<file path="src/design/xv_defines.svh">
// size parameters of the video memory subsystem
// included by the package and by every module that sizes a port from them

`ifndef XV_DEFINES_SVH
`define XV_DEFINES_SVH

`define XV_WORD_W   16  // bits per vram word
`define XV_ADDR_W   16  // word address, 64K words in total

// four equal banks, selected by the top address bits
`define XV_BANKS    4
`define XV_BANK_AW  14  // 16K words per bank

`endif

</file>
<file path="src/design/xv_pkg.sv">
// common types for the vram subsystem
// modules import it in their body and use scoped names in port lists

`include "xv_defines.svh"

package xv_pkg;

    typedef logic [`XV_WORD_W-1:0] word_t;
    typedef logic [`XV_ADDR_W-1:0] addr_t;

    // bit n enables bits 4n+3..4n of the word
    typedef logic [`XV_WORD_W/4-1:0] mask_t;

    typedef logic [$clog2(`XV_BANKS)-1:0] bank_t;  // address bits 15:14

    // which client a returning read belongs to
    typedef enum logic {
        src_host  = 1'b0,
        src_video = 1'b1
    } src_t;

endpackage

</file>
<file path="src/design/vram_arbiter.sv">
// front end of the vram, one access per cycle
// scanout has fixed priority and the host waits while video_req is high;
// the bank and client of each access are registered for the read mux

`timescale 1ns/1ps

`include "xv_defines.svh"

module vram_arbiter (
    input  logic                   clk,
    input  logic                   rst,
    // scanout client
    input  logic                   video_req,
    input  xv_pkg::addr_t          video_addr,
    // host client
    input  logic                   mem_req,
    input  logic                   mem_we,
    input  xv_pkg::addr_t          mem_addr,
    input  xv_pkg::mask_t          mem_mask,
    input  xv_pkg::word_t          mem_wdata,
    output logic                   mem_gnt,
    // shared bank bus
    output logic [`XV_BANKS-1:0]   bank_sel,
    output logic [`XV_BANK_AW-1:0] bank_addr,
    output logic                   bank_we,
    output xv_pkg::mask_t          bank_mask,
    output xv_pkg::word_t          bank_wdata,
    // return tag, one cycle after the grant
    output logic                   ret_valid,
    output xv_pkg::bank_t          ret_bank,
    output xv_pkg::src_t           ret_src
);

    import xv_pkg::*;

    logic  host_win;
    logic  any_access;
    addr_t acc_addr;
    bank_t acc_bank;

    assign host_win   = mem_req && !video_req;  // host only gets idle slots
    assign mem_gnt    = host_win;
    assign any_access = video_req || host_win;

    assign acc_addr = video_req ? video_addr : mem_addr;
    assign acc_bank = acc_addr[`XV_ADDR_W-1 -: $bits(bank_t)];

    always_comb begin
        bank_sel = '0;
        if (any_access) bank_sel[acc_bank] = 1'b1;
    end

    assign bank_addr  = acc_addr[`XV_BANK_AW-1:0];
    assign bank_we    = host_win && mem_we;  // scanout never writes
    assign bank_mask  = mem_mask;
    assign bank_wdata = mem_wdata;

    always_ff @(posedge clk) begin
        if (rst) begin
            ret_valid <= 1'b0;
        end else begin
            ret_valid <= any_access;
        end
    end

    always_ff @(posedge clk) begin
        ret_bank <= acc_bank;
        ret_src  <= video_req ? src_video : src_host;
    end

endmodule

</file>
<file path="config.mk">
export PLATFORM = sky130hd
export DESIGN_NAME = vram_arbiter
export DESIGN_NICKNAME = d
export VERILOG_FILES = /design/src/design/xv_pkg.sv /design/src/design/vram_arbiter.sv
export VERILOG_INCLUDE_DIRS = /design/src /design/src/design
export SDC_FILE = /design/constraint.sdc
export NUM_CORES = 1
export LEC_CHECK = 0
export BUFFER_PORTS_ARGS = -buffer_cell sky130_fd_sc_hd__buf_2
export CORE_MARGIN = 1
export CORE_UTILIZATION = 28
export CTS_BUF_LIST = sky130_fd_sc_hd__clkbuf_8
export DETAILED_ROUTE_END_ITERATION = 10
export GPL_TIMING_DRIVEN = 0
export PLACE_DENSITY_LB_ADDON = 0.15
export SLEW_MARGIN = 15
export SYNTH_ARGS = -nofsm -noshare
export SYNTH_HDL_FRONTEND = slang
export SYNTH_SLANG_ARGS = --single-unit
</file>
<file path="constraint.sdc">
create_clock -name clk -period 1.1 [get_ports clk]
set_input_delay 0.165 -clock clk [delete_from_list [all_inputs] [get_ports clk]]
set_output_delay 0.165 -clock clk [all_outputs]
set_load 0.1 [all_outputs]
</file>
==> impl_summary.txt <==
----------------------------------------------------
[Critical path]
  Critical path's slowest cell ... sky130_fd_sc_hd__or2b_4
  Crit-path max FO ... 3
  Delay contributed by the slowest stage of the critical path ... 0.27 ns
  Crit path arrival time ... 1.00 ns
  Critical path start-end classification ... primary input to primary output
  Type of element capturing the critical path ... primary output
  Worst path cell trace ... buf_6 > or2b_4 > o32ai_4 > buf_12
  Critical Path Source Type ... primary input
  Crit path required time ... 0.94 ns

[Die]
  Number of I/O pins ... 101
  Die Y-Extent ... 48.7 µm
  Die Area ... 0.00238 mm²
  Starting Density ... 30.6%
  Core region area ... 0.00200 mm²
  Die width ... 48.7 µm
  Standard-cell rows ... 16

[STA]
  Post-route fraction of the period consumed by the critical path ... 106%
  Setup ws final ... -0.0618 ns
  Worst Hold Margin ... 0.0810 ns
  Relative slew slack ... 67.4%
  Final Slew Violations ... 0
  Post-layout minimum cycle time ... 1.16 ns
  Peak clock frequency supported by timing ... 861 MHz
  Hold violation total from the final report ... 0
  Unrepaired setup endpoints after global routing ... true
  Setup TNS after final layout ... -0.0618 ns
  Slew at the pin with the worst max-slew slack ... 0.492 ns
  Number of endpoints failing setup at the final stage ... 1

[Status]
  Violations in the final reports ... setup timing
  Run status ... complete, but fails checks

[Clock tree]
  Clock net sink count ... 4
  H-tree Lvls ... 1
  CTS tree ... built
  Root buffer cell ... sky130_fd_sc_hd__clkbuf_8
  Clock slew seen by the registers of the worst setup and hold paths ... 0.04 ns
  Clock buffer depth ... 2
  Num CTS Buffers ... 3

[Detailed routing]
  Total Wirelength ... 2520 µm
  Total via count after detailed routing ... 780
  Initial detailed-routing violation count ... 8
  Via-to-Cell Ratio ... 4.46
  Wire length per cell ... 14.4 µm
  Drt first pass iters ... 3
  Drt drc ... 0
  Number of nets with antenna violations after detailed routing ... 0

[Finish]
  Final standard cell area without fillers ... 0.00152 mm²
  Leading cell type in the layout, fill and taps excluded ... sky130_fd_sc_hd__buf_2
  Share of post-route cells with drive strength above 1 ... 91.2%
  Layout filler cell count ... 134
  Synthesis-to-layout area growth ... 148%
  Most frequent cells in the layout ... sky130_fd_sc_hd__buf_2, sky130_fd_sc_hd__buf_4, sky130_fd_sc_hd__buf_12
  Layout net count ... 207
  Number of antenna diodes ... 0

[Power]
  Power Internal ... 0.000839 W
  Net switching fraction of the power ... 54.5%
  Fraction of power consumed by combinational cells ... 74.1%
  Cell area power density ... 1220 mW/mm²
  Net switching power ... 0.00101 W
  Part of the total power dissipated in the clock network ... 17.3%
  Total chip power ... 0.00185 W
  Worst VDD drop ... 1.08 mV
  Sequential cell fraction of total power ... 8.6%
  Leakage power of the design ... 0.808 nW

[Global routing]
  Total routing resource utilization after global routing ... 21.7%
  Largest net degree at the start of global routing ... 10
  Total global routing overflow ... 0
  Vias in the first global route ... 907
  Antenna violations before repair ... 0
  Global-route wire length before repair ... 3930 µm

[Placement]
  Area after detailed placement ... 0.00113 mm²
  Worst setup timing slack at the placement stage ... -0.345 ns
  Post-DP HPWL ... 1460 µm
  # port buffers ... 80
  Placer Congestion ... 0.647

[Synth]
  Count of mapped cells out of synthesis ... 72
  Post-Syn Area ... 612 µm²
  Yosys warns ... 0
  Post-synthesis net count ... 129
  Register bit count reported by yosys ... 4
  Post-Syn Area per Cell ... 8.50 µm²
  Sequential area share after synthesis ... 13.1%
  Count of unique library cells instantiated by Yosys ... 16

[Run]
  # Max-Cap Violations ... 0

[Hold path]
  Path category of the worst min-delay check ... primary input to flip-flop

----------------------------------------------------
## synth_stat cells
| cell | instances | area share [%] |
|---|---|---|
| sky130_fd_sc_hd__mux2_2 | 14 | 26 |
| sky130_fd_sc_hd__nand2b_1 | 1 | 1.0 |
| sky130_fd_sc_hd__nand3_1 | 1 | 0.82 |
| sky130_fd_sc_hd__and2_1 | 1 | 1.0 |
| sky130_fd_sc_hd__nand2_1 | 4 | 2.5 |
| sky130_fd_sc_hd__buf_6 | 1 | 1.8 |
| sky130_fd_sc_hd__buf_4 | 35 | 43 |
| sky130_fd_sc_hd__nor2_1 | 2 | 1.2 |
| sky130_fd_sc_hd__o21ai_1 | 1 | 0.82 |
| sky130_fd_sc_hd__o21ai_0 | 1 | 0.82 |
| sky130_fd_sc_hd__inv_1 | 1 | 0.61 |
| sky130_fd_sc_hd__o22ai_1 | 1 | 1.0 |
| sky130_fd_sc_hd__o32ai_1 | 2 | 2.9 |
| sky130_fd_sc_hd__and2b_1 | 1 | 1.2 |
| sky130_fd_sc_hd__or2b_1 | 2 | 2.5 |
| sky130_fd_sc_hd__dfxtp_1 | 4 | 13 |
## layout make-up
type,instances,area (µm²),share of cell area (%)
Inverter,1,3.75,0.248
Sequential cell,4,80.1,5.28
Timing Repair Buffer,86,786,51.8
Clock buffer,3,41.3,2.72
Multi-Input combinational cell,31,379,25.0
Buffer,23,193,12.7
Tap cell,27,33.8,2.23
## cell families after synthesis
group | Yosys count | share of synthesized area, %
and+or+nand+nor | 12 | 10.2
AOI/OAI and AO/OA | 5 | 5.52
muxes | 14 | 25.8
DFF | 4 | 13.1
buffers and inverters | 37 | 45.4
## metal layers
layer  track usage (%)  part of all wire, %  vias to the layer above
li1                  -                    -                      361
met1              19.0                   31                      367
met4              9.80                    0                        0
met3              5.03                  7.9                        0
met5                 0                    0                        -
met2              44.9                   61                       52
## worst paths after layout
kind / from / end / depth (start not counted) / slack, ns
setup / recovery: mem_addr[15] / bank_sel[0] / 4 / -0.06
hold / removal: video_req / ret_src / 1 / 0.08
## critical path: cells and delay by family
kind / cells / cell delay [ns]
compound gates: 1 / 0.25
buf+inv: 2 / 0.31
simple gates: 1 / 0.27
## sequential cells by signal (all words and copies together) (netlist names)
name       count
ret_bank       2
ret_src        1
ret_valid      1
## stage by stage
| step | util [%] | cells |
|---|---|---|
| after global routing | 75.8 | 175 |
| after CTS | 81.0 | 186 |
| final | 75.8 | 175 |
| after global placement | 56.6 | 179 |
| after detailed placement | 56.6 | 179 |
| after floorplan | - | 72 |
## timing repair
| item | CTS | global route |
|---|---|---|
| setup endpoints to repair | 21 | 19 |
| pin swaps | 2 | 2 |
| hold buffers | 0 | 0 |
| cloned | 2 | 1 |
| setup buffers | 2 | 1 |
| gates resized for setup | 110 | 3 |
## power groups by stage
stage / Sequential (W) / Combinational [W] / Clock, W
after floorplan: 0.000236 / 0.000908 / 0
after global placement: 0.000160 / 0.00114 / 0
after detailed placement: 0.000160 / 0.00115 / 0
after CTS: 0.000159 / 0.00143 / 0.000323
after global routing: 0.000160 / 0.00141 / 0.000347
final: 0.000159 / 0.00137 / 0.000319
No activity file was read; power rests on OpenSTA's default activity.
