--- src/design/xv_defines.svh ---
// size parameters of the video memory subsystem
// included by the package and by every module that sizes a port from them

`ifndef XV_DEFINES_SVH
`define XV_DEFINES_SVH

`define XV_WORD_W   16  // bits per vram word
`define XV_ADDR_W   16  // word address, 64K words in total

// four equal banks, selected by the top address bits
`define XV_BANKS    4
`define XV_BANK_AW  14  // 16K words per bank

`endif

--- src/design/xv_pkg.sv ---
// common types for the vram subsystem
// modules import it in their body and use scoped names in port lists

`include "xv_defines.svh"

package xv_pkg;

    typedef logic [`XV_WORD_W-1:0] word_t;
    typedef logic [`XV_ADDR_W-1:0] addr_t;

    // bit n enables bits 4n+3..4n of the word
    typedef logic [`XV_WORD_W/4-1:0] mask_t;

    typedef logic [$clog2(`XV_BANKS)-1:0] bank_t;  // address bits 15:14

    // which client a returning read belongs to
    typedef enum logic {
        src_host  = 1'b0,
        src_video = 1'b1
    } src_t;

endpackage

--- src/design/host_port.sv ---
// host side of the vram, a four-phase req/ack slave
// each req handshake becomes exactly one access through the arbiter;
// host_ack rises with host_rdata valid and drops after req falls

`timescale 1ns/1ps

module host_port (
    input  logic          clk,
    input  logic          rst,
    // host handshake
    input  logic          host_req,
    input  logic          host_we,
    input  xv_pkg::addr_t host_addr,
    input  xv_pkg::mask_t host_mask,
    input  xv_pkg::word_t host_wdata,
    output logic          host_ack,
    output xv_pkg::word_t host_rdata,
    // towards the arbiter
    output logic          mem_req,
    output logic          mem_we,
    output xv_pkg::addr_t mem_addr,
    output xv_pkg::mask_t mem_mask,
    output xv_pkg::word_t mem_wdata,
    input  logic          mem_gnt,
    // return path from the read mux
    input  logic          host_rvalid,
    input  xv_pkg::word_t host_rdata_in
);

    typedef enum logic [1:0] {
        st_idle,
        st_busy,  // waiting for grant, then for the returned word
        st_ack    // ack held until host drops req
    } state_t;

    state_t state;

    // st_ack only exits once req is low, so req seen in st_idle is always
    // a fresh rising edge
    always_ff @(posedge clk) begin
        if (rst) begin
            state    <= st_idle;
            host_ack <= 1'b0;
            mem_req  <= 1'b0;
        end else begin
            case (state)
                st_idle: begin
                    if (host_req) begin
                        mem_req <= 1'b1;
                        state   <= st_busy;
                    end
                end
                st_busy: begin
                    if (mem_gnt) mem_req <= 1'b0;  // one grant per handshake
                    if (host_rvalid) begin
                        host_ack <= 1'b1;
                        state    <= st_ack;
                    end
                end
                st_ack: begin
                    if (!host_req) begin
                        host_ack <= 1'b0;
                        state    <= st_idle;
                    end
                end
                default: state <= st_idle;
            endcase
        end
    end

    // command and returned word
    always_ff @(posedge clk) begin
        if (state == st_idle && host_req) begin
            mem_we    <= host_we;
            mem_addr  <= host_addr;
            mem_mask  <= host_mask;
            mem_wdata <= host_wdata;
        end
        if (state == st_busy && host_rvalid) host_rdata <= host_rdata_in;
    end

endmodule

--- config.mk ---
export PLATFORM = sky130hd
export DESIGN_NAME = host_port
export DESIGN_NICKNAME = d
export VERILOG_FILES = /design/src/design/xv_pkg.sv /design/src/design/host_port.sv
export VERILOG_INCLUDE_DIRS = /design/src /design/src/design
export SDC_FILE = /design/constraint.sdc
export NUM_CORES = 1
export LEC_CHECK = 0
export ABC_AREA = 1
export BUFFER_PORTS_ARGS = -buffer_cell sky130_fd_sc_hd__buf_2
export CORE_MARGIN = 3
export CORE_UTILIZATION = 44
export DETAILED_ROUTE_END_ITERATION = 8
export PLACE_DENSITY = 0.92
export SLEW_MARGIN = 10
export SYNTH_ARGS = -nofsm -noshare
export SYNTH_HDL_FRONTEND = slang
export SYNTH_SLANG_ARGS = --single-unit
--- constraint.sdc ---
create_clock -name clk -period 3.6 [get_ports clk]
set_input_delay 0.54 -clock clk [delete_from_list [all_inputs] [get_ports clk]]
set_output_delay 0.54 -clock clk [all_outputs]
set_load 0.02 [all_outputs]
==> flow_summary.json, run 1 <==
{
  "outcome": "finished clean",
  "drt_drc_violations_left": 0,
  "maxSlewHeadroom_pct": 62.1,
  "yosysWarningCount": 0,
  "cts_resized": 0,
  "ir_drop_v": 0.000338,
  "crit_path_start": "mem_addr[9]$_DFFE_PP_",
  "grt_first_pass_wirelength_microns": 5890,
  "num-nets-final": 258,
  "holdCritPathClass": "in -> reg",
  "r2r_start": "state[0]$_SDFFE_PP0P_",
  "grt_remaining_overflow": 0,
  "number_of_drc_markers_after_the_initial_detailed_route_iteration": 83,
  "cp_top_family": "flip-flops",
  "cp-start-kind": "register",
  "worst-setup-path-type": "reg -> out",
  "critPathMaxStageDelay_ps": 400,
  "post-route-worst-setup-slack_ps": 2170,
  "crit_path_arrival_time_ps": 890,
  "rsz0062_at_grt": "false",
  "final-setup-viol-count": 0,
  "placement_rows": 22,
  "route.antenna.remaining_nets": 0,
  "hpwlAfterDp_microns": 3020,
  "first_global_vias": 1214,
  "antenna_violations_before_repair": 0,
  "pwr_density_cell_mw_per_mm2": 569,
  "clock-sinks": 57,
  "ys_ff_latch": 57,
  "pin_count_of_the_biggest_net_entering_global_routing": 38,
  "floorplan.initialDensity_pct": 46.8,
  "hold_path_cell_cnt": 1,
  "yosysSeqAreaShare_pct": 94.7,
  "syn_nets": 134,
  "netlist_top_cells_area": "sky130_fd_sc_hd__edfxtp_1 (90%), sky130_fd_sc_hd__dfxtp_1 (4.5%), sky130_fd_sc_hd__nand3_1 (1.1%), sky130_fd_sc_hd__inv_1 (1.1%), sky130_fd_sc_hd__a21oi_2 (0.99%)",
  "synth_top_area_cell": "sky130_fd_sc_hd__edfxtp_1",
  "cts_hold_buffers": 0,
  "cp.required_ps": 3060,
  "max-cap-violations": 0,
  "dp_slack_ps": 2020,
  "synth_area_sq_mm": 0.00177,
  "cts-root-buf": "sky130_fd_sc_hd__clkbuf_8",
  "final.setup.tns_ps": 0,
  "netlist.area_leader.share_pct": 90.1,
  "core_region_area_sq_mm": 0.00377,
  "cts_made_buffers": 9,
  "finalCriticalPeriod_ps": 1430,
  "route.detailed.vias_per_inst": 4.56,
  "worstPathCellList": "buf_2",
  "crit_fanout": 1,
  "clkLatencyLatePin_ps": 310,
  "cts_tree": "built",
  "period_share_pct": 39.6,
  "avgSynthCellArea_sq_um": 23.2,
  "post_syn_instances": 76,
  "clkSlewWorstSetupHoldPaths_ps": 70,
  "worst_pin_slew_ps": 568,
  "timing.hold.worst_endpoint": "mem_mask[1]$_DFFE_PP_",
  "synthDistinctLibCells": 10,
  "fmaxAchievable_mhz": 702,
  "max-clock-path-buffers": 2,
  "place_congestion": 0.791,
  "total_routed_length_microns": 3930,
  "nFillCells": 269,
  "buffer_ports.inserted": 112,
  "timing.hold.worst.start": "host_mask[1]",
  "finalClockSkew_ps": 5.71,
  "path_buf_inv": 1,
  "top_level_port_count": 113,
  "htree_levels": 3,
  "gr-usage-all-layers_pct": 16.9,
  "crit_path_top_delay_cell": "sky130_fd_sc_hd__edfxtp_1",
  "post_drt_wl_per_cell_microns": 15.5,
  "regToRegSetupSlack_ps": 2170,
  "num_antenna_cells": 0,
  "die_area_sq_mm": 0.00481,
  "die-width_microns": 69.3,
  "die_y_microns": 69.3,
  "cts_post_setup_buffers_inserted": 0,
  "drt_pass1_iterations": 4,
  "flow.area_growth_from_synthesis_pct": 46.1,
  "worstSetupEndpointType": "output pin",
  "rr_worst_depth": 4,
  "route.vias.total": 1153,
  "final-hold-violation-count": 0,
  "drive_gt1_share_pct": 64.4,
  "critical_path.reg2reg.endpoint": "host_rdata[9]$_DFFE_PP_",
  "timing.final.max_slew_violations": 0,
  "leakage_power_figure_nw": 1.12
}
through the flow:
step	instances	area, sq um	power (mW)	hold slack (ps)	utilization, %
after floorplan	76	1770	0.864	505	-
after global placement	237	2390	0.928	451	63.5
after detailed placement	237	2390	0.936	478	63.5
after CTS	253	2580	1.49	378	68.4
after global routing	253	2580	1.54	369	68.4
final	253	2580	1.47	398	68.4
cells by family after synthesis:
kind of cell           Yosys count  share of synthesized area (%)
DFF                             57                           94.7
and+or+nand+nor                  9                           2.48
buffers and inverters            6                           1.28
AOI/OAI and AO/OA                4                           1.56
Yosys cell counts (all sizes together):
master / count
nand3: 4
nor2: 1
inv: 6
a21oi: 4
edfxtp: 53
dfxtp: 4
nand2: 4
final cells by class:
class                   instances  area (sq um)  share of cell area, %
flip-flops and latches         57          1670                   64.8
repair buffers                113           568                   22.0
clock buffers                  10           128                   4.95
multi-input cells              13          71.3                   2.76
well taps                      48          60.1                   2.33
clock inverters                 6          58.8                   2.28
inverters                       6          22.5                  0.873
worst max-delay path by stage:
stage / endpoint / slack (ps) / depth (start not counted)
after floorplan: mem_addr[0]$_DFFE_PP_ / 1820 / 2
after global placement: mem_addr[15]$_DFFE_PP_ / 2040 / 4
after detailed placement: mem_wdata[11]$_DFFE_PP_ / 2020 / 4
after CTS: mem_addr[9] / 2150 / 1
after global routing: host_rdata[2]$_DFFE_PP_ / 2070 / 4
final: mem_addr[9] / 2170 / 1
per-layer routing:
layer	share of wire [%]	wire length, microns	global-route usage [%]
met1	36	1410	17.8
met5	0	0	0
met4	1.1	44	9.11
met2	51	2010	27.3
met3	12	464	8.84
cell usage in the layout (no fill, tap or decap), types with 2 or more instances in the layout:
| cell type | n |
|---|---|
| sky130_fd_sc_hd__clkinvlp_4 | 2 |
| sky130_fd_sc_hd__clkbuf_8 | 9 |
| sky130_fd_sc_hd__nand3_1 | 4 |
| sky130_fd_sc_hd__buf_2 | 112 |
| sky130_fd_sc_hd__inv_1 | 5 |
| sky130_fd_sc_hd__clkinv_2 | 2 |
| sky130_fd_sc_hd__nand2_1 | 3 |
| sky130_fd_sc_hd__a21oi_1 | 2 |
| sky130_fd_sc_hd__dfxtp_1 | 4 |
| sky130_fd_sc_hd__a21oi_2 | 2 |
| sky130_fd_sc_hd__edfxtp_1 | 53 |
power breakdown:
group          internal, mW  leakage [nW]  switching, mW  total, mW
registers             0.771         0.534         0.0105      0.782
clock network         0.315        0.0897          0.234      0.549
logic                0.0488         0.497         0.0895      0.138
state kept, by name, summed over array words and instances, names as in the netlist:
signal,flops
host_ack,1
mem_addr,16
state,2
mem_we,1
mem_mask,4
mem_wdata,16
mem_req,1
host_rdata,16
Note: power is estimated with default switching activity, not from simulation.
==> run 2: changes to the inputs <==
- CORE_UTILIZATION: 44 -> 41
- PLACE_DENSITY: 0.92 -> 0.87
- clock period: 3.6 -> 1.35 ns (I/O delays scaled with it)
==> run 2 against run 1 <==
Compared with the run above: clock skew about the same; via count down 0.87%; combinational power rose to 2.8 times the previous value; flip-flop and latch count unchanged; global-route usage down 1.5 points; register-to-register slack worse by 2000 ps; first-iteration DRC count down 7.2%; sequential share of layout area down 0.43 points; final cell count up 1.2%; critical path type is now reg -> reg; critical endpoint is now host_rdata[13]$_DFFE_PP_; highest routed layer unchanged.
==> flow_summary.json, run 2 (same netlist as run 1, synthesis figures left out) <==
{
  "number_of_drc_markers_after_the_initial_detailed_route_iteration": 77,
  "cts_resized": 0,
  "max-cap-violations": 0,
  "worst_pin_slew_ps": 195,
  "post-route-worst-setup-slack_ps": 206,
  "pwr_density_cell_mw_per_mm2": 1420,
  "final-seq-area_sq_mm": 0.00167,
  "route.vias.total": 1143,
  "totalPowerFinal_mw": 3.70,
  "flow.area_growth_from_synthesis_pct": 47.3,
  "cts_hold_buffers": 0,
  "multiInputGateArea_sq_um": 83.8,
  "final.setup.tns_ps": 0,
  "nFillCells": 303,
  "cts_post_setup_buffers_inserted": 0,
  "crit_path_top_delay_cell": "sky130_fd_sc_hd__dfxtp_2",
  "die_y_microns": 71.6,
  "hpwlAfterDp_microns": 2960,
  "maxSlewHeadroom_pct": 87.0,
  "critPathMaxStageDelay_ps": 330,
  "max-clock-path-buffers": 2,
  "worst-setup-path-type": "reg -> reg",
  "outcome": "finished clean",
  "met2_length_microns": 1900,
  "period_share_pct": 84.7,
  "holdCritPathClass": "in -> reg",
  "worstSetupEndpointType": "register",
  "finalInstanceArea_sq_mm": 0.00260,
  "timing.final.max_slew_violations": 0,
  "cp-start-kind": "register",
  "grt_first_pass_wirelength_microns": 5490,
  "hold_path_cell_cnt": 1,
  "die-width_microns": 71.6,
  "finalClockSkew_ps": 5.53,
  "rsz0062_at_grt": "false",
  "drt_drc_violations_left": 0,
  "mostFrequentLayoutCell": "sky130_fd_sc_hd__buf_2",
  "route.antenna.remaining_nets": 0,
  "ir_drop_v": 0.000800,
  "finalCriticalPeriod_ps": 1140,
  "floorplan.initialDensity_pct": 43.2,
  "fmaxAchievable_mhz": 874,
  "drt_pass1_iterations": 6,
  "gr-usage-all-layers_pct": 15.4,
  "drive_gt1_share_pct": 66.0,
  "route.detailed.vias_per_inst": 4.46,
  "worstPathCellList": "inv_2 > nor2_2 > nand2_2 > inv_1 > buf_12",
  "timing.hold.worst_endpoint": "mem_mask[3]$_DFFE_PP_",
  "antenna_violations_before_repair": 0,
  "buffer_ports.inserted": 112,
  "top_level_port_count": 113,
  "first_global_vias": 1086,
  "crit_fanout": 16,
  "cts_made_buffers": 9,
  "r2r_start": "state[0]$_SDFFE_PP0P_",
  "cts-root-buf": "sky130_fd_sc_hd__clkbuf_8",
  "clkLatencyLatePin_ps": 310,
  "largest_registers": "host_rdata: 16 flops, mem_addr: 16 flops, mem_wdata: 16 flops",
  "place_area_sq_mm": 0.00245,
  "final-hold-violation-count": 0,
  "clock-sinks": 57,
  "rr_worst_depth": 5,
  "clkSlewWorstSetupHoldPaths_ps": 60,
  "crit_path_arrival_time_ps": 1170,
  "dp_slack_ps": 195,
  "num-nets-final": 259,
  "place_congestion": 0.742,
  "regToRegSetupSlack_ps": 210,
  "placement_rows": 23,
  "htree_levels": 3,
  "route.top_layer_used": "met4",
  "pin_count_of_the_biggest_net_entering_global_routing": 38,
  "grt_remaining_overflow": 0,
  "met3_wirelength_microns": 497,
  "die_area_sq_mm": 0.00513,
  "most-common-layout-cells": "sky130_fd_sc_hd__buf_2 (112), sky130_fd_sc_hd__edfxtp_1 (53), sky130_fd_sc_hd__clkbuf_8 (9)",
  "final-setup-viol-count": 0,
  "critical_path.reg2reg.endpoint": "host_rdata[13]$_DFFE_PP_",
  "met1Wirelength_microns": 1470,
  "leakage_power_figure_nw": 1.12,
  "cts_tree": "built",
  "timing.hold.worst.start": "host_mask[3]",
  "total_routed_length_microns": 3890,
  "cp.required_ps": 1370,
  "post_drt_wl_per_cell_microns": 15.2,
  "core_region_area_sq_mm": 0.00409,
  "num_antenna_cells": 0
}
## run 2: metrics by stage
stage | instances | hold slack [ps] | utilization [%]
after floorplan | 76 | 258 | -
after detailed placement | 240 | 381 | 59.9
after CTS | 256 | 39.5 | 63.7
final | 256 | 60.1 | 63.7
after global routing | 256 | 29.0 | 63.7
after global placement | 240 | 379 | 59.9
## run 2: layer usage
| layer | global-route usage, % | vias up |
|---|---|---|
| met2 | 23.4 | 84 |
| met5 | 0 | - |
| li1 | - | 539 |
| met3 | 7.71 | 2 |
| met4 | 9.39 | 0 |
| met1 | 17.4 | 518 |
## run 2: worst max-delay path by stage
stage | startpoint | to | slack (ps) | cells past startpoint
3_3_place_gp | state[0]$_SDFFE_PP0P_ | host_rdata[2]$_DFFE_PP_ | 240 | 5
5_1_grt | state[0]$_SDFFE_PP0P_ | host_rdata[13]$_DFFE_PP_ | 120 | 5
4_1_cts | state[0]$_SDFFE_PP0P_ | host_rdata[13]$_DFFE_PP_ | 190 | 5
3_5_place_dp | state[0]$_SDFFE_PP0P_ | host_rdata[13]$_DFFE_PP_ | 200 | 5
2_1_floorplan | state[1]$_SDFFE_PP0P_ | mem_addr[0]$_DFFE_PP_ | -4 | 3
6_report | state[0]$_SDFFE_PP0P_ | host_rdata[13]$_DFFE_PP_ | 210 | 5
## run 2: final cells by class
| cell class | instances | area share [%] |
|---|---|---|
| Sequential cell | 57 | 64.4 |
| Timing Repair Buffer | 114 | 23.1 |
| Clock buffer | 11 | 5.05 |
| Multi-Input combinational cell | 13 | 3.22 |
| Tap cell | 50 | 2.41 |
| Inverter | 6 | 1.01 |
| Clock inverter | 5 | 0.866 |
## run 2: worst max-delay path: cells and delay by family (launching register included)
family                 cells  cell delay, ps
DFF                        1             330
buffers and inverters      3             310
and+or+nand+nor            2             210
## run 2: power breakdown
part           total (mW)  switching, mW  leakage, nW  internal, mW
registers            2.09         0.0283        0.534          2.06
logic               0.391          0.244        0.506         0.146
clock network        1.23          0.582       0.0819         0.643
