$ cat src/design/xv_defines.svh
// size parameters of the video memory subsystem
// included by the package and by every module that sizes a port from them

`ifndef XV_DEFINES_SVH
`define XV_DEFINES_SVH

`define XV_WORD_W   16  // bits per vram word
`define XV_ADDR_W   16  // word address, 64K words in total

// four equal banks, selected by the top address bits
`define XV_BANKS    4
`define XV_BANK_AW  14  // 16K words per bank

`endif

$ cat src/design/xv_pkg.sv
// common types for the vram subsystem
// modules import it in their body and use scoped names in port lists

`include "xv_defines.svh"

package xv_pkg;

    typedef logic [`XV_WORD_W-1:0] word_t;
    typedef logic [`XV_ADDR_W-1:0] addr_t;

    // bit n enables bits 4n+3..4n of the word
    typedef logic [`XV_WORD_W/4-1:0] mask_t;

    typedef logic [$clog2(`XV_BANKS)-1:0] bank_t;  // address bits 15:14

    // which client a returning read belongs to
    typedef enum logic {
        src_host  = 1'b0,
        src_video = 1'b1
    } src_t;

endpackage

$ cat src/design/vram_read_mux.sv
// read return path of the vram
// picks the word of the bank that was accessed last cycle and
// hands it to scanout or host, as named by the registered tag

`timescale 1ns/1ps

`include "xv_defines.svh"

module vram_read_mux (
    input  logic          ret_valid,
    input  xv_pkg::bank_t ret_bank,
    input  xv_pkg::src_t  ret_src,
    input  xv_pkg::word_t bank_rdata [`XV_BANKS],
    // scanout return
    output logic          video_valid,
    output xv_pkg::word_t video_data,
    // host return
    output logic          host_rvalid,
    output xv_pkg::word_t host_rdata
);

    import xv_pkg::*;

    word_t ret_word;

    assign ret_word = bank_rdata[ret_bank];

    // strobe goes only to the client that issued the access
    always_comb begin
        video_valid = 1'b0;
        host_rvalid = 1'b0;
        if (ret_valid) begin
            case (ret_src)
                src_video: video_valid = 1'b1;
                src_host:  host_rvalid = 1'b1;
                default:   host_rvalid = 1'b0;
            endcase
        end
    end

    assign video_data = ret_word;
    assign host_rdata = ret_word;

endmodule

$ cat config.mk
export PLATFORM = sky130hd
export DESIGN_NAME = vram_read_mux
export DESIGN_NICKNAME = d
export VERILOG_FILES = /design/src/design/xv_pkg.sv /design/src/design/vram_read_mux.sv
export VERILOG_INCLUDE_DIRS = /design/src /design/src/design
export SDC_FILE = /design/constraint.sdc
export NUM_CORES = 1
export LEC_CHECK = 0
export BUFFER_PORTS_ARGS = -buffer_cell sky130_fd_sc_hd__buf_2
export CORE_ASPECT_RATIO = 0.7
export CORE_MARGIN = 4
export CORE_UTILIZATION = 30
export DETAILED_ROUTE_END_ITERATION = 10
export PLACE_DENSITY_LB_ADDON = 0.25
export SYNTH_ARGS = -nofsm -noshare
export SYNTH_HDL_FRONTEND = slang
export SYNTH_SLANG_ARGS = --single-unit
$ cat constraint.sdc
create_clock -name vclk -period 3.8
set_input_delay 0.76 -clock vclk [all_inputs]
set_output_delay 0.76 -clock vclk [all_outputs]
set_load 0.005 [all_outputs]
==> results of run 1 <==
[worst min-delay path, delay by kind of cell]
family | cells | cell delay, ns
buf+inv | 2 | 0.19
simple gates | 1 | 0.03
[kinds of logic after synthesis]
family | share of synthesized area, %
buffers and inverters | 28.99
multiplexers | 68.76
AND/OR/NAND/NOR | 2.249
[path summary, 6_finish.rpt]
path / start / endpoint / slack (ns) / cells after the start
worst max-delay path: ret_bank[0] / host_rdata[15] / 1.07 / 3
worst min-delay path: ret_src / host_rvalid / 1.75 / 3
[final cells by class]
cell class | instances | area [µm²] | area share [%]
multi-input cells | 18 | 395.4 | 42.42
well taps | 21 | 26.28 | 2.819
repair buffers | 102 | 510.5 | 54.77
[per-stage QoR]
step,cells,utilization (%)
CTS,141,55.93
floorplan,38,-
detailed placement,141,55.93
global placement,141,55.93
finish,141,55.93
global route,141,55.93
[synthesized netlist by cell type]
cell type  instances  area (µm²)
buf_4             16       120.1
buf_2              2       10.01
mux4_2            10       225.2
mux4_1             6       157.7
and2_1             1       6.260
buf_6              1       11.26
buf_12             1       20.02
nor2b_1            1       6.260
[power by group through the flow]
stage                     clock (mW)  combinational, mW  sequential, mW
final                              0              0.115               0
after global routing               0              0.125               0
after CTS                          0              0.116               0
after detailed placement           0              0.116               0
after global placement             0              0.114               0
after floorplan                    0             0.0741               0
[routing by layer]
layer | vias to the layer above | wire (µm) | global-route usage, %
li1 | 312 | - | -
met1 | 315 | 738 | 18.07
met2 | 46 | 1142 | 29.63
met3 | 0 | 268 | 1.749
met4 | 0 | 0 | 0
met5 | - | 0 | 0
[placed cells by master, fill, tap and decap left out]
cell type	count
mux4_2	10
buf_2	102
mux4_1	6
and2_1	1
nor2b_1	1
==> results.cfg, run 1 <==
[finish]
num_antenna_cells = 0
proportion_of_layout_cells_with_a_drive_suffix_above_1_pct = 93.33
flow.area_growth_from_synthesis_pct = 67.42
ff_latch_area_um2 = 0
nNetsFinal = 190
post_route_standard_cell_area_excluding_fillers_um2 = 932.1
layout.clock_buffers = 0
fill_cells = 153
nFlopsAndLatches = 0

[power]
swShare_pct = 36.20
ir_worst_vdd_mv = 0.07266
internal-power_mw = 0.07307
powerDensity_nw_per_um2 = 122.9
relative_contribution_of_combinational_cells_to_total_power_pct = 100.0
static_power_due_to_leakage_nw = 0.5345
fin_total_pwr_mw = 0.1145
pwr-share-clk_pct = 0
p_switching_mw = 0.04147
power_frac_seq_pct = 0

[sta]
fin_crit_ns = 2.735
max_slew.worst_pin.slew_ns = 0.4803
finalHoldWorstSlack_ns = 1.751
finalHoldViolations = 0
unrepaired_setup_endpoints_after_global_routing = no
final_report_setup_violation_count = 0
setup_ws_ns = 1.065
achievable-frequency_ghz = 0.3656
timing.final.crit_share_pct = 71.97
slew_hr_pct = 67.98
finalSetupTns_ns = 0
drv_slew = 0

[global_routing]
grt_first_pass_wirelength_um = 3132
grt_pass1_vias = 710
groute.usage.overall_pct = 14.85
grt_start_max_net_pins = 17
antenna_violations_before_repair = 0
overflow = 0

[synth]
syn_inst_count = 38
synth_cell_type_count = 8
mean_instance_size_in_the_synthesized_netlist_um2 = 14.65
mappedNetlistArea_um2 = 556.8
synth_nets = 106
synth-seq-area-share_pct = 0
yosys_warnings = 0

[run]
cap_viol_max_count = 0

[clocking]
post_cts_resized = 0
postCtsSetupBuffers = 0
hold_fix_buffers_cts = 0

[floorplan]
design.portCount = 102
area_of_the_core_um2 = 1667
floorplan.initialDensity_pct = 33.41
fp-row-count = 12
total_die_area_um2 = 2620
die_height_um = 44.05
die_x_um = 59.49

[routing]
dr_total_vias = 673
drtIter0Drc = 21
final_antenna_net_count = 0
finalWirelength_um = 2149
viasPerCell = 4.773
routed_wire_length_per_instance_um = 15.24
detail_route.first_pass.iterations = 4
drc = 0

[critical_path]
setup.worst_path.end_class = primary output
critical_path.startpoint_type = input port
path_class = input port to primary output
worst_path_most_repeated_cell = buf_2
critical-path-max-stage-delay_ns = 0.66
critical_path_buf_inv_count = 2
timing.critical_path.required_ns = 3.04
arrival_ns = 1.97
worstPathMaxFanout = 16
crit_path_leading_delay_family = multiplexers
cp_cell_sequence = buf_2 -> mux4_1 -> buf_2
critical-path-slowest-cell = mux4_1

[place]
port_buffers = 102
placed_area_um2 = 932.1
gpl.final_weighted_congestion = 0.7848
placement.setup.worst_slack_ns = 1.046

[hold_path]
min_path_type = input port to primary output

[run_status]
status = completed
No activity file was read; power rests on OpenSTA's default activity.
==> inputs of run 2 (changes only) <==
--- a/config.mk
+++ b/config.mk
@@ -9,7 +9,7 @@
 export BUFFER_PORTS_ARGS = -buffer_cell sky130_fd_sc_hd__buf_2
 export CORE_ASPECT_RATIO = 0.7
 export CORE_MARGIN = 4
-export CORE_UTILIZATION = 30
+export CORE_UTILIZATION = 28
 export DETAILED_ROUTE_END_ITERATION = 10
 export PLACE_DENSITY_LB_ADDON = 0.25
 export SYNTH_ARGS = -nofsm -noshare
==> constraint.sdc (replaced) <==
create_clock -name vclk -period 2.73
set_input_delay 0.546 -clock vclk [all_inputs]
set_output_delay 0.546 -clock vclk [all_outputs]
set_load 0.005 [all_outputs]
==> results.cfg, run 2 (synthesis gave the netlist of run 1 again) <==
[global_routing]
grt_first_pass_wirelength_um = 2684
antenna_violations_before_repair = 0
overflow = 0
grt_start_max_net_pins = 17
grt_pass1_vias = 590
groute.usage.overall_pct = 12.81

[sta]
unrepaired_setup_endpoints_after_global_routing = no
achievable-frequency_ghz = 0.4333
drv_slew = 0
final_report_setup_violation_count = 0
timing.final.crit_share_pct = 84.53
fin_crit_ns = 2.308
finalHoldViolations = 0
max_slew.worst_pin.slew_ns = 0.4812
finalSetupTns_ns = 0
slew_hr_pct = 67.92

[hold_path]
min_path_type = input port to primary output

[critical_path]
path_class = input port to primary output
critical_path.startpoint_type = input port
worstSetupStartpoint = ret_bank[0]
critPathCapture = video_data[2]
worstPathMaxFanout = 16
arrival_ns = 1.76
timing.critical_path.required_ns = 2.18
setup.worst_path.end_class = primary output

[place]
placed_area_um2 = 933.4
port_buffers = 102
gpl.final_weighted_congestion = 0.7912

[floorplan]
area_of_the_core_um2 = 1871
floorplan.initialDensity_pct = 29.77
total_die_area_um2 = 2778
design.portCount = 102
die_x_um = 61.30
fp-row-count = 13
die_height_um = 45.31

[routing]
drtIter0Drc = 14
routed_wire_length_per_instance_um = 14.82
finalWirelength_um = 2104
detail_route.first_pass.iterations = 3
final_antenna_net_count = 0
dr_total_vias = 654
drc = 0
viasPerCell = 4.606

[power]
pwr-share-clk_pct = 0
powerDensity_nw_per_um2 = 170.2
swShare_pct = 36.00
relative_contribution_of_combinational_cells_to_total_power_pct = 100.0
p_switching_mw = 0.05719
static_power_due_to_leakage_nw = 0.5345
internal-power_mw = 0.1017
fin_total_pwr_mw = 0.1589
power_frac_seq_pct = 0
ir_worst_vdd_mv = 0.09894

[run_status]
status = completed

[run]
cap_viol_max_count = 0

[finish]
layout_common_cells = 102 x buf_2, 10 x mux4_2, 6 x mux4_1, 1 x nor2b_1, 1 x and2_1
layout.clock_buffers = 0
fill_cells = 177
num_antenna_cells = 0
post_route_standard_cell_area_excluding_fillers_um2 = 933.4
nFlopsAndLatches = 0
proportion_of_layout_cells_with_a_drive_suffix_above_1_pct = 93.33
flow.area_growth_from_synthesis_pct = 67.64
ff_latch_area_um2 = 0
nNetsFinal = 190
layout_commonest_cell = buf_2

[clocking]
hold_fix_buffers_cts = 0
postCtsSetupBuffers = 0
post_cts_resized = 0
## run 2: cell counts in the layout (fill, tap and decap cells not counted)
No cell type changed its count.
## run 2: per-stage QoR
stage,setup slack (ns),utilization (%),instances,hold WS (ns)
2_1_floorplan,0.7174,-,38,1.122
3_3_place_gp,0.4150,49.90,142,1.318
4_1_cts,0.3962,49.90,142,1.326
6_report,0.4222,49.90,142,1.321
5_1_grt,0.3232,49.90,142,1.348
3_5_place_dp,0.3962,49.90,142,1.326
## run 2: final cells by class
| class | count | area (µm²) | share of cell area (%) |
|---|---|---|---|
| repair buffers | 102 | 510.5 | 54.69 |
| multi-input cells | 18 | 395.4 | 42.36 |
| well taps | 22 | 27.53 | 2.949 |
## run 2: power groups by stage
stage / clock (mW) / sequential [mW] / combinational, mW
after floorplan: 0 / 0 / 0.103
after global placement: 0 / 0 / 0.159
after detailed placement: 0 / 0 / 0.161
after CTS: 0 / 0 / 0.162
after global routing: 0 / 0 / 0.175
final: 0 / 0 / 0.159
## run 2: layer usage
| layer | GRT usage [%] | vias up | routed length (µm) |
|---|---|---|---|
| met3 | 0.8571 | 0 | 202 |
| met2 | 23.21 | 32 | 1134 |
| li1 | - | 313 | - |
| met1 | 17.74 | 309 | 767 |
| met4 | 0 | 0 | 0 |
| met5 | 0 | - | 0 |
## run 2: worst min-delay path by stage
| stage | startpoint | to | slack (ns) | cells after the start |
|---|---|---|---|---|
| 6_report | ret_src | host_rvalid | 1.32 | 3 |
| 5_1_grt | ret_src | host_rvalid | 1.35 | 3 |
| 4_1_cts | ret_src | host_rvalid | 1.33 | 3 |
| 3_5_place_dp | ret_src | host_rvalid | 1.33 | 3 |
| 3_3_place_gp | ret_src | host_rvalid | 1.32 | 3 |
| 2_1_floorplan | ret_src | host_rvalid | 1.12 | 1 |
## run 2: worst max-delay path, stage by stage
cell	delay (ns)
buf_2	0.39
mux4_1	0.66
buf_2	0.16
==> inputs of run 3 (changes only) <==
--- a/config.mk
+++ b/config.mk
@@ -6,10 +6,11 @@
 export SDC_FILE = /design/constraint.sdc
 export NUM_CORES = 1
 export LEC_CHECK = 0
+export ABC_AREA = 1
 export BUFFER_PORTS_ARGS = -buffer_cell sky130_fd_sc_hd__buf_2
 export CORE_ASPECT_RATIO = 0.7
 export CORE_MARGIN = 4
-export CORE_UTILIZATION = 28
+export CORE_UTILIZATION = 30
 export DETAILED_ROUTE_END_ITERATION = 10
 export PLACE_DENSITY_LB_ADDON = 0.25
 export SYNTH_ARGS = -nofsm -noshare
==> constraint.sdc (replaced) <==
create_clock -name vclk -period 2.05
set_input_delay 0.41 -clock vclk [all_inputs]
set_output_delay 0.41 -clock vclk [all_outputs]
set_load 0.005 [all_outputs]
==> results.cfg, run 3 <==
[global_routing]
grt_pass1_vias = 990
grt_start_max_net_pins = 33
groute.usage.overall_pct = 12.12
overflow = 0
grt_first_pass_wirelength_um = 4084
antenna_violations_before_repair = 0

[floorplan]
total_die_area_um2 = 4111
die_height_um = 54.86
fp-row-count = 16
die_x_um = 74.94
area_of_the_core_um2 = 2903
design.portCount = 102
floorplan.initialDensity_pct = 32.41

[place]
port_buffers = 102
gpl.final_weighted_congestion = 0.7241
placed_area_um2 = 1296
placed_cells = 322
post-dp-hpwl_um = 2285
placement.setup.worst_slack_ns = 0.3794

[sta]
setup_ws_ns = 0.3758
finalHoldViolations = 0
slew_hr_pct = 80.08
achievable-frequency_ghz = 0.5973
timing.final.crit_share_pct = 81.67
fin_crit_ns = 1.674
drv_slew = 0
finalHoldWorstSlack_ns = 1.052
max_slew.worst_pin.slew_ns = 0.2984
unrepaired_setup_endpoints_after_global_routing = no
finalSetupTns_ns = 0
final_report_setup_violation_count = 0

[routing]
drc = 0
final_antenna_net_count = 0
dr_total_vias = 1268
finalWirelength_um = 2781
routed_wire_length_per_instance_um = 8.637
viasPerCell = 3.938
detail_route.first_pass.iterations = 4
drtIter0Drc = 52

[power]
pwr-share-clk_pct = 0
internal-power_mw = 0.1296
powerDensity_nw_per_um2 = 198.9
power_frac_seq_pct = 0
static_power_due_to_leakage_nw = 1.053
relative_contribution_of_combinational_cells_to_total_power_pct = 100.0
p_switching_mw = 0.1283
swShare_pct = 49.74
fin_total_pwr_mw = 0.2578
ir_worst_vdd_mv = 0.07232

[synth]
synth_nets = 276
netlist.top_cell.by_area = nand2_1
mappedNetlistArea_um2 = 940.9
synth_cell_type_count = 9
yosys-top-cells-count = 81 x nand2_1, 66 x inv_1, 32 x nand3_1
synth.top_cells.by_area = nand2_1 32%, inv_1 26%, nand3_1 17%
synth_top_area_share_pct = 32.31
mean_instance_size_in_the_synthesized_netlist_um2 = 4.524
yosys_warnings = 0
synth-seq-area-share_pct = 0
syn_inst_count = 208
post-synth-top-count-cell = nand2_1

[finish]
utilization_after_layout_pct = 44.66
final_cells = 322
layout_common_cells = 102 x buf_2, 81 x nand2_1, 66 x inv_1, 32 x nand3_1, 2 x buf_4
layout_commonest_cell = buf_2
post_route_standard_cell_area_excluding_fillers_um2 = 1296
ff_latch_area_um2 = 0
flow.area_growth_from_synthesis_pct = 37.77
layout.clock_buffers = 0
nNetsFinal = 356
fill_cells = 337
num_antenna_cells = 0
proportion_of_layout_cells_with_a_drive_suffix_above_1_pct = 37.06
nFlopsAndLatches = 0

[critical_path]
critical_path_buf_inv_count = 3
arrival_ns = 1.26
critical_path.startpoint_type = input port
timing.critical_path.required_ns = 1.64
cp_cell_sequence = buf_2 -> buf_4 -> nand2_1 -> nand3_1 -> nand2_1 -> buf_2
path_class = input port to primary output
crit_path_leading_delay_family = buffers and inverters
critical-path-slowest-cell = buf_4
worstPathMaxFanout = 27
setup.worst_path.end_class = primary output
critical-path-max-stage-delay_ns = 0.31

[clocking]
hold_fix_buffers_cts = 0
post_cts_resized = 0
postCtsSetupBuffers = 0

[hold_path]
min_path_type = input port to primary output
worst_hold_path.num_cells = 3
worst_hold_startpoint = ret_src
hold-path-endpoint = host_rvalid

[run_status]
status = completed

[run]
cap_viol_max_count = 0
-- run 3: power by group through the flow --
stage	registers, mW	logic [mW]	clock network (mW)
after floorplan	0	0.180	0
after global placement	0	0.260	0
after detailed placement	0	0.261	0
after CTS	0	0.263	0
after global routing	0	0.300	0
final	0	0.258	0
-- run 3: worst max-delay path by stage --
stage	startpoint	slack, ns	cells past startpoint	end
floorplan	ret_bank[0]	0.63	7	video_data[10]
global placement	ret_bank[0]	0.41	6	video_data[11]
detailed placement	ret_bank[0]	0.38	6	host_rdata[13]
CTS	ret_bank[0]	0.38	6	host_rdata[13]
global route	ret_bank[0]	0.24	6	host_rdata[3]
finish	ret_bank[0]	0.38	6	host_rdata[10]
-- run 3: tightest hold or removal path, delay by kind of cell --
family | cells | cell delay, ns
buffers and inverters | 2 | 0.20
AND/OR/NAND/NOR | 1 | 0.04
-- run 3: final cells by class --
| cell class | instances | area (µm²) | area share, % |
|---|---|---|---|
| inverters | 68 | 257.7 | 19.88 |
| multi-input cells | 114 | 467.9 | 36.10 |
| well taps | 36 | 45.04 | 3.475 |
| repair buffers | 104 | 525.5 | 40.54 |
-- run 3: cells by family after synthesis --
| family | Yosys count | synth area share [%] |
|---|---|---|
| AND/OR/NAND/NOR | 114 | 49.73 |
| buffers and inverters | 94 | 50.27 |
-- run 3: routing by layer --
| layer | GRT usage [%] | wire [µm] |
|---|---|---|
| met1 | 17.09 | 1277 |
| met5 | 0 | 0 |
| met2 | 21.53 | 1157 |
| met4 | 0 | 0 |
| met3 | 0.7339 | 346 |
